**config.mk**
```make
export PLATFORM = sky130hd
export DESIGN_NAME = amstrad_loader
export DESIGN_NICKNAME = d
export VERILOG_FILES = /design/src/hw/loader_pkg.sv /design/src/hw/loader_intake.sv /design/src/hw/loader_addr_map.sv /design/src/hw/loader_mem_port.sv /design/src/hw/amstrad_loader.sv
export VERILOG_INCLUDE_DIRS = /design/src /design/src/hw
export SDC_FILE = /design/constraint.sdc
export NUM_CORES = 1
export LEC_CHECK = 0
export BUFFER_PORTS_ARGS = -buffer_cell sky130_fd_sc_hd__buf_2
export CORE_MARGIN = 3
export CORE_UTILIZATION = 53
export DETAILED_ROUTE_END_ITERATION = 6
export GPL_TIMING_DRIVEN = 0
export HOLD_SLACK_MARGIN = 0.1
export PLACE_DENSITY = 0.8
export SLEW_MARGIN = 20
export SYNTH_ARGS = -nofsm -noshare
export SYNTH_HDL_FRONTEND = slang
export SYNTH_SLANG_ARGS = --single-unit
```
**constraint.sdc**
```tcl
create_clock -name clk_sys -period 3.7 [get_ports clk_sys]
set_clock_uncertainty 0.05 [all_clocks]
set_input_delay 0.74 -clock clk_sys [delete_from_list [all_inputs] [get_ports clk_sys]]
set_output_delay 0.74 -clock clk_sys [all_outputs]
set_load 0.03 [all_outputs]
```
**src/hw/loader_defines.svh**
```systemverilog
// Widths assume 8 MB banks split into 16 KB pages; host indices follow the menu download slots
`ifndef LOADER_DEFINES_SVH
`define LOADER_DEFINES_SVH

////////////////////////////////
// Widths
////////////////////////////////

`define LDR_HOST_ADDR_W 25 // Byte address of a host download
`define LDR_MEM_ADDR_W  23 // Address inside one bank
`define LDR_BLOCK_W     14 // 16 KB block offset
`define LDR_PAGE_W      9  // Top bit picks the upper-ROM half
`define LDR_ROM_MAP_W   256

////////////////////////////////
// Host download slots
////////////////////////////////

`define LDR_IDX_ROM 8'd0
`define LDR_IDX_EXT 8'd3

////////////////////////////////
// Fixed pages
////////////////////////////////

`define LDR_PAGE_OS     9'h000
`define LDR_PAGE_BASIC  9'h100
`define LDR_PAGE_AMSDOS 9'h107
`define LDR_PAGE_MF2    9'h0FF
`define LDR_PAGE_BAD    9'h1EE // Unused page, lands malformed extensions
`define LDR_PAGE_COMBO  9'h1FF

`endif

```
**src/hw/loader_pkg.sv**
```systemverilog
// Shared loader types; field widths come from the defines header and must stay in step with it
`default_nettype none

package loader_pkg;

`include "loader_defines.svh"

	////////////////////////////////
	// Download classification
	////////////////////////////////

	typedef enum logic [1:0] {
		LOAD_NONE,
		LOAD_ROM,
		LOAD_EXT
	} load_kind_e;

	////////////////////////////////
	// Stage payloads
	////////////////////////////////

	// One host byte as delivered
	typedef struct packed {
		logic [`LDR_HOST_ADDR_W-1:0] addr;
		logic [7:0]                  data;
	} host_beat_t;

	// Expansion ROM placement, decoded from the extension
	typedef struct packed {
		logic [`LDR_PAGE_W-1:0] page;
		logic                   combo; // Jump to the combo page after block 0
	} ext_cfg_t;

	// Intake to address map
	typedef struct packed {
		load_kind_e kind;
		logic       new_file; // First byte of a download
		logic       model;    // 664 when set
		ext_cfg_t   ext;
		host_beat_t host;
	} load_beat_t;

	// Address map to memory port
	typedef struct packed {
		logic [1:0]                 bank;
		logic [`LDR_MEM_ADDR_W-1:0] addr;
		logic [7:0]                 data;
	} mem_cmd_t;

endpackage

`default_nettype wire

```
**src/hw/loader_intake.sv**
```systemverilog
// Host holds index, extension and model steady during a download and never has a request open when it starts
`timescale 1ns/1ps
`default_nettype none
`include "loader_defines.svh"

module loader_intake (
	input  wire                    clk_sys,
	input  wire                    reset,
	input  wire                    host_download,
	input  wire [7:0]              host_index,
	input  wire [15:0]             host_ext,   // Last two extension characters
	input  wire                    model_664,
	input  wire                    host_req,
	input  wire loader_pkg::host_beat_t host_beat,
	output logic                   host_ack,
	output loader_pkg::load_beat_t beat_out,
	output logic                   beat_valid,
	input  wire                    beat_stall
);

	import loader_pkg::*;

	logic       download_q;
	load_kind_e kind_q;
	logic       model_q;
	ext_cfg_t   ext_q;
	ext_cfg_t   ext_dec;
	logic       first_q;   // Next forwarded byte opens the file
	logic [4:0] hex_hi;
	logic [4:0] hex_lo;
	logic       is_start;
	logic       take;

	// Valid flag on top, nibble below
	function automatic logic [4:0] hex_digit(input logic [7:0] c);
		logic [4:0] r;
		r = 5'd0;
		if (c >= "0" && c <= "9")
			r = {1'b1, c[3:0]};
		else if (c >= "A" && c <= "F")
			r = {1'b1, c[3:0] + 4'd9};
		return r;
	endfunction

	assign hex_hi = hex_digit(host_ext[15:8]);
	assign hex_lo = hex_digit(host_ext[7:0]);

	always_comb begin
		ext_dec.page  = `LDR_PAGE_BAD;
		ext_dec.combo = 1'b0;
		if (hex_hi[4]) ext_dec.page[7:4] = hex_hi[3:0];
		if (hex_lo[4]) ext_dec.page[3:0] = hex_lo[3:0];
		if (host_ext == "ZZ") ext_dec.page = '0;
		if (host_ext == "Z0") begin
			ext_dec.page  = '0;
			ext_dec.combo = 1'b1;
		end
	end

	assign is_start = host_download && !download_q;
	assign take     = host_req && !host_ack && (!beat_valid || !beat_stall); // Room downstream

	always_ff @(posedge clk_sys) begin
		if (reset) begin
			download_q <= 1'b0;
			kind_q     <= LOAD_NONE;
			first_q    <= 1'b0;
			host_ack   <= 1'b0;
			beat_valid <= 1'b0;
		end else begin
			download_q <= host_download;
			if (is_start) begin
				first_q <= 1'b1;
				if (host_index == `LDR_IDX_ROM)      kind_q <= LOAD_ROM;
				else if (host_index == `LDR_IDX_EXT) kind_q <= LOAD_EXT;
				else                                 kind_q <= LOAD_NONE;
			end else if (!host_download) begin
				kind_q <= LOAD_NONE;
			end
			if (take) begin
				host_ack   <= 1'b1;
				beat_valid <= (kind_q != LOAD_NONE); // Other downloads are only acked
				if (kind_q != LOAD_NONE) first_q <= 1'b0;
			end else begin
				if (!host_req)   host_ack   <= 1'b0;
				if (!beat_stall) beat_valid <= 1'b0;
			end
		end
	end

	// Download settings and the outgoing beat
	always_ff @(posedge clk_sys) begin
		if (is_start) begin
			model_q <= model_664;
			ext_q   <= ext_dec;
		end
		if (take) begin
			beat_out.kind     <= kind_q;
			beat_out.new_file <= first_q;
			beat_out.model    <= model_q;
			beat_out.ext      <= ext_q;
			beat_out.host     <= host_beat;
		end
	end

endmodule

`default_nettype wire

```
**src/hw/loader_addr_map.sv**
```systemverilog
// ROM images past block 7 are dropped; rom_map only clears on reset and accumulates across downloads
`timescale 1ns/1ps
`default_nettype none
`include "loader_defines.svh"

module loader_addr_map (
	input  wire                        clk_sys,
	input  wire                        reset,
	input  wire loader_pkg::load_beat_t beat_in,
	input  wire                        beat_valid,
	output logic                       beat_stall,
	output loader_pkg::mem_cmd_t       cmd_out,
	output logic                       cmd_valid,
	input  wire                        cmd_stall,
	output logic [`LDR_ROM_MAP_W-1:0]  rom_map
);

	import loader_pkg::*;

	logic [`LDR_PAGE_W-1:0]                  page_q;
	logic                                    combo_q;
	logic [`LDR_PAGE_W-1:0]                  cur_page;
	logic                                    cur_combo;
	logic [`LDR_BLOCK_W-1:0]                 offset;
	logic [`LDR_HOST_ADDR_W-`LDR_BLOCK_W-1:0] blk;
	logic [`LDR_PAGE_W-1:0]                  map_page;
	logic [1:0]                              map_bank;
	logic                                    map_keep;
	logic                                    take;

	assign beat_stall = cmd_valid && cmd_stall;
	assign take       = beat_valid && !beat_stall;

	// A new file brings its own page setup
	assign cur_page  = beat_in.new_file ? beat_in.ext.page : page_q;
	assign cur_combo = beat_in.new_file ? beat_in.ext.combo : combo_q;

	assign offset = beat_in.host.addr[`LDR_BLOCK_W-1:0];
	assign blk    = beat_in.host.addr[`LDR_HOST_ADDR_W-1:`LDR_BLOCK_W];

	////////////////////////////////
	// Page and bank decode
	////////////////////////////////

	// Lower half of a bank holds OS, RAM and MF2; upper half the 256 ROM pages
	always_comb begin
		map_page = '1;
		map_bank = 2'd0;
		map_keep = 1'b0;
		if (beat_in.kind == LOAD_EXT) begin
			map_page = {cur_page[8], cur_page[7:0] + blk[7:0]};
			map_bank = {1'b0, beat_in.model};
			map_keep = 1'b1;
		end else if (beat_in.kind == LOAD_ROM && blk < 'd8) begin
			// 6128 set in blocks 0 to 3, 664 set in 4 to 7
			map_bank = {1'b0, blk[2]};
			map_keep = 1'b1;
			case (blk[1:0])
				2'd0:    map_page = `LDR_PAGE_OS;
				2'd1:    map_page = `LDR_PAGE_BASIC;
				2'd2:    map_page = `LDR_PAGE_AMSDOS;
				default: map_page = `LDR_PAGE_MF2;
			endcase
		end
	end

	////////////////////////////////
	// State and output
	////////////////////////////////

	always_ff @(posedge clk_sys) begin
		if (reset) begin
			page_q    <= '0;
			combo_q   <= 1'b0;
			cmd_valid <= 1'b0;
			rom_map   <= '0;
		end else begin
			if (take) begin
				page_q    <= cur_page;
				combo_q   <= cur_combo;
				cmd_valid <= map_keep;
				if (cur_combo && &offset) begin // Last byte of the block
					page_q  <= `LDR_PAGE_COMBO;
					combo_q <= 1'b0;
				end
				if (map_keep && map_page[8])
					rom_map[map_page[7:0]] <= 1'b1;
			end else if (!cmd_stall) begin
				cmd_valid <= 1'b0;
			end
		end
	end

	always_ff @(posedge clk_sys) begin
		if (take) begin
			cmd_out.bank <= map_bank;
			cmd_out.addr <= {map_page, offset};
			cmd_out.data <= beat_in.host.data;
		end
	end

endmodule

`default_nettype wire

```
**src/hw/loader_mem_port.sv**
```systemverilog
// Memory must follow the four-phase rule; one command at a time, so throughput is set by the ack latency
`timescale 1ns/1ps
`default_nettype none

module loader_mem_port (
	input  wire                      clk_sys,
	input  wire                      reset,
	input  wire loader_pkg::mem_cmd_t cmd_in,
	input  wire                      cmd_valid,
	output logic                     cmd_stall,
	output logic                     mem_req,
	output loader_pkg::mem_cmd_t     mem_cmd,
	input  wire                      mem_ack
);

	////////////////////////////////
	// Transfer FSM
	////////////////////////////////

	typedef enum logic [1:0] {
		IDLE,    // Ready for a command
		REQ,     // Request open, waiting for ack
		RELEASE  // Request dropped, waiting for ack to fall
	} port_state_e;

	port_state_e state;
	logic        take;

	assign cmd_stall = (state != IDLE);
	assign take      = cmd_valid && !cmd_stall;
	assign mem_req   = (state == REQ);

	always_ff @(posedge clk_sys) begin
		if (reset) begin
			state <= IDLE;
		end else begin
			case (state)
				IDLE: begin
					if (take) state <= REQ;
				end
				REQ: begin
					if (mem_ack) state <= RELEASE;
				end
				RELEASE: begin
					if (!mem_ack) state <= IDLE; // Four phases done
				end
				default: state <= IDLE;
			endcase
		end
	end

	// Held from the rise of req until ack has fallen
	always_ff @(posedge clk_sys) begin
		if (take) mem_cmd <= cmd_in;
	end

endmodule

`default_nettype wire

```
**src/hw/amstrad_loader.sv**
```systemverilog
// Boot loader top; host and memory sides are both four-phase req/ack, stages in between use valid/stall
`timescale 1ns/1ps
`default_nettype none
`include "loader_defines.svh"

module amstrad_loader (
	input  wire                        clk_sys,
	input  wire                        reset,
	// Host side
	input  wire                        host_download,
	input  wire [7:0]                  host_index,
	input  wire [15:0]                 host_ext,
	input  wire                        model_664,
	input  wire                        host_req,
	input  wire loader_pkg::host_beat_t host_beat,
	output logic                       host_ack,
	// Memory side
	output logic                       mem_req,
	output loader_pkg::mem_cmd_t       mem_cmd,
	input  wire                        mem_ack,
	output logic [`LDR_ROM_MAP_W-1:0]  rom_map  // Upper-ROM pages present
);

	import loader_pkg::*;

	load_beat_t beat;
	logic       beat_valid;
	logic       beat_stall;
	mem_cmd_t   cmd;
	logic       cmd_valid;
	logic       cmd_stall;

	loader_intake u_intake (
		.clk_sys       (clk_sys),
		.reset         (reset),
		.host_download (host_download),
		.host_index    (host_index),
		.host_ext      (host_ext),
		.model_664     (model_664),
		.host_req      (host_req),
		.host_beat     (host_beat),
		.host_ack      (host_ack),
		.beat_out      (beat),
		.beat_valid    (beat_valid),
		.beat_stall    (beat_stall)
	);

	loader_addr_map u_addr_map (
		.clk_sys    (clk_sys),
		.reset      (reset),
		.beat_in    (beat),
		.beat_valid (beat_valid),
		.beat_stall (beat_stall),
		.cmd_out    (cmd),
		.cmd_valid  (cmd_valid),
		.cmd_stall  (cmd_stall),
		.rom_map    (rom_map)
	);

	loader_mem_port u_mem_port (
		.clk_sys   (clk_sys),
		.reset     (reset),
		.cmd_in    (cmd),
		.cmd_valid (cmd_valid),
		.cmd_stall (cmd_stall),
		.mem_req   (mem_req),
		.mem_cmd   (mem_cmd),
		.mem_ack   (mem_ack)
	);

endmodule

`default_nettype wire

```
==> results.md <==
- Crit path DAT: between 3000 and 4000 ps
- Syn_nets: between 1k and 1.5k
- Vias in the first global route: between 10k and 15k
- Sink Count: slightly below 400
- Crit end category: flop
- Ratio of cells with drive above 1 in the final layout: 0.3064
- Tmin final: about 3500 ps
- First-pass GRT wire length: ~62 mm
- Crit-path leading delay family: simple AND/OR/NAND/NOR gates
- Die H: approximately 170 microns
- Drt via density: between 5 and 6
- Number of synthesized register bits: roughly 400
- Worst-Margin Slew: 872.2 ps
- Root buf cell: clkbuf_16
- Unique masters post-synth: 66
- Crit path kind: reg2reg
- Finish-stage setup viols: 0
- Ports: around 350
- Worst-Skew Late Latency: ~530 ps
- Largest net degree at the start of global routing: 32
- Core footprint: about 25000 sq um
- Initial Utilization: 0.5444
- FFs w/ async S/R, synth: 0
- Die area: around 28000 sq um
- Synth Cell Area: around 14000 sq um
- DP Wirelength: approximately 29 mm
- Slowest-stage cell, CP: nor3_1
- Grt total ovfl: 0
- Setup crit start kind: flop
- Chip Width: 167.7 microns
- Place WS: -264.2 ps
- Synth Warn #: 0
- Max-slew headroom: 0.4185
- Final hold viol count: 0
- Residual DRC count: 0
- Min-Delay Path Class: in2reg
- Status: completed
- Cell breakdown of the critical path: buf_4 -> mux2_2 -> ha_1 -> or2_2 -> a211o_1 -> nand3_2 -> nand4_1 -> nor3_1 -> a21oi_1 -> nor2_1
- Max stage delay on crit path: around 720 ps
- Area share of the largest cell type after synthesis: 0.3970
- Area Growth Syn to Fin: 26.71%
- GRT Util Overall: 0.2792
- H-tree levels: 2
- Synth area leader: dfxtp_1
- Pins Over Slew Limit: 0
- Peak VDD IR: 0.3527 mV
- Clk slew on worst S/H paths: around 60 ps
- Maximum clock insertion buffer count: 3
- Critical path fanouts, max: 9
- CP bufs+invs: 1
- DR WL/cell: ~20 microns
- Total CTS buffers: 39
- Synthesized area per cell: ~11 sq um
- DR pass1 iterations: 7
- Setup ws final: roughly 180 ps
- Max_cap viols: 0
- LEAKAGE: 0.007686 uW
- Routability Congestion: 0.8859
- DRT iter0 DRCs: 1014
- Design Power: about 9000 uW
- Antenna fix cells: 0
- CTS tree: done
- Final period util: 0.9504
- PwrDens: between 500 and 600 nW/um^2
- Fmax achieved: between 0.2 and 0.3 GHz
- Via Count: approximately 11k
- Hold Buf Count CTS: 0
- Setup TNS: 0 ps
- Top post-synthesis cells by area: dfxtp_1 40%, edfxtp_1 26%, a21oi_1 10%
- Gate Count Post-Synth: 1279
- RSZ-0062 raised after global routing: no
- I/O Buffers: between 300 and 400
- Worst EP required: between 4000 and 5000 ps
- Fin util: 0.6898
- Post-route ant nets: 0
- # rows: 58
- Prevailing post-synth register cell: dfxtp_1
- Initial antenna violation count: 3
- Final wirelength: between 40 and 50 mm
- Nets: 1761
- Seq/Total Area, Yosys: 0.6613
- Post-synth EDFFs: 122
[worst register-to-register path, delay by kind of cell (launching register included)]
| family | cells | cell delay [ps] |
|---|---|---|
| AO/OA/AOI/OAI | 2 | 470 |
| adder cells (fa/ha/maj) | 1 | 330 |
| buffers and inverters | 1 | 190 |
| flip-flops | 1 | 400 |
| multiplexers | 1 | 360 |
| AND/OR/NAND/NOR | 5 | 1670 |
[routing by layer]
layer / GRT usage / vias to the layer above / wire length [microns]
met5: 0 / - / 31
met4: 0.1220 / 6 / 1867
met3: 0.06398 / 116 / 3394
met2: 0.4629 / 553 / 19270
met1: 0.3522 / 5473 / 16130
li1: - / 5264 / -
[sequential cells by signal, indices dropped and copies added, names as in the netlist]
register and flops:
u_mem_port.state 2, u_intake.beat_valid 1, u_addr_map.combo_q 1, u_intake.first_q 1
u_addr_map.rom_map 256, u_addr_map.page_q 9, u_mem_port.mem_cmd 32, u_intake.model_q 1
u_addr_map.cmd_valid 1, u_intake.host_ack 1, u_intake.ext_q 10, u_intake.kind_q 2
u_intake.beat_out 47, u_intake.download_q 1, u_addr_map.cmd_out 32
[kinds of logic after synthesis]
group,Yosys count,share of synthesized area
buffers and inverters,90,0.02906
AOI/OAI and AO/OA,323,0.1276
DFF,397,0.6613
muxes,10,0.007760
adders and majority gates,18,0.01678
other,1,0.0002704
xor gates and xnor gates,8,0.005053
and+or+nand+nor,432,0.1522
[Yosys cell counts (8+ instances only)]
cell type / instances
nor2_1: 305
a21oi_1: 278
dfxtp_1: 275
edfxtp_1: 122
clkbuf_1: 34
buf_2: 31
nand4_1: 23
ha_1: 17
nand2_1: 17
inv_1: 15
nor3_2: 14
nor3_1: 13
nor3_4: 10
nand2b_1: 8
o21ai_0: 8
[metrics by stage]
stage          hold WS (ps)  cells  cell area, sq um
6_report              345.6   2040             17570
5_1_grt               333.0   2040             17570
4_1_cts               328.5   2036             17530
3_5_place_dp          354.5   1964             16120
3_3_place_gp          350.2   1959             16030
2_1_floorplan         350.3   1279             13870
[repair_timing]
action                                  4_1_cts  5_1_grt
gates resized for setup                       3        1
gates cloned                                  0        0
setup buffers                                 2        4
pin swaps                                     0        2
endpoints found under the setup margin      243       17
[layout by cell type, fill, tap and decap left out, types with 15 or more instances in the layout]
cell type | synthesis | layout
buf_2 | 31 | 381
nor2_1 | 305 | 304
a21oi_1 | 278 | 278
dfxtp_1 | 275 | 275
edfxtp_1 | 122 | 122
clkbuf_16 | 0 | 41
clkbuf_1 | 34 | 37
nand4_1 | 23 | 23
nand2_1 | 17 | 17
ha_1 | 17 | 17
inv_1 | 15 | 15
nor3_2 | 14 | 15
[cell type report]
| class | count | area (sq um) |
|---|---|---|
| inverter | 20 | 75.07 |
| timing repair buffer | 361 | 1874 |
| buffer | 69 | 325.3 |
| multi-input combinational | 792 | 4322 |
| tap | 330 | 412.9 |
| sequential | 397 | 9169 |
| clock buffer | 56 | 1164 |
| clock inverter | 15 | 227.7 |
| fill | 1875 | 7903 |
[where the power goes]
part / internal [uW] / switching (uW)
clock: 2560 / 1650
combinational: 101 / 236
sequential: 4510 / 18.8
[worst paths after layout]
check | from | end | slack, ps | cells after the start
worst min register to register | u_addr_map.cmd_out[5] | u_mem_port.mem_cmd[5] | 370 | 0
worst max-delay path | u_intake.beat_out[44] | u_addr_map.rom_map[52] | 180 | 10
worst min-delay path | host_beat[20] | u_intake.beat_out[20] | 350 | 1
worst max register to register | u_intake.beat_out[44] | u_addr_map.rom_map[52] | 180 | 10
Note: power is estimated with default switching activity, not from simulation.
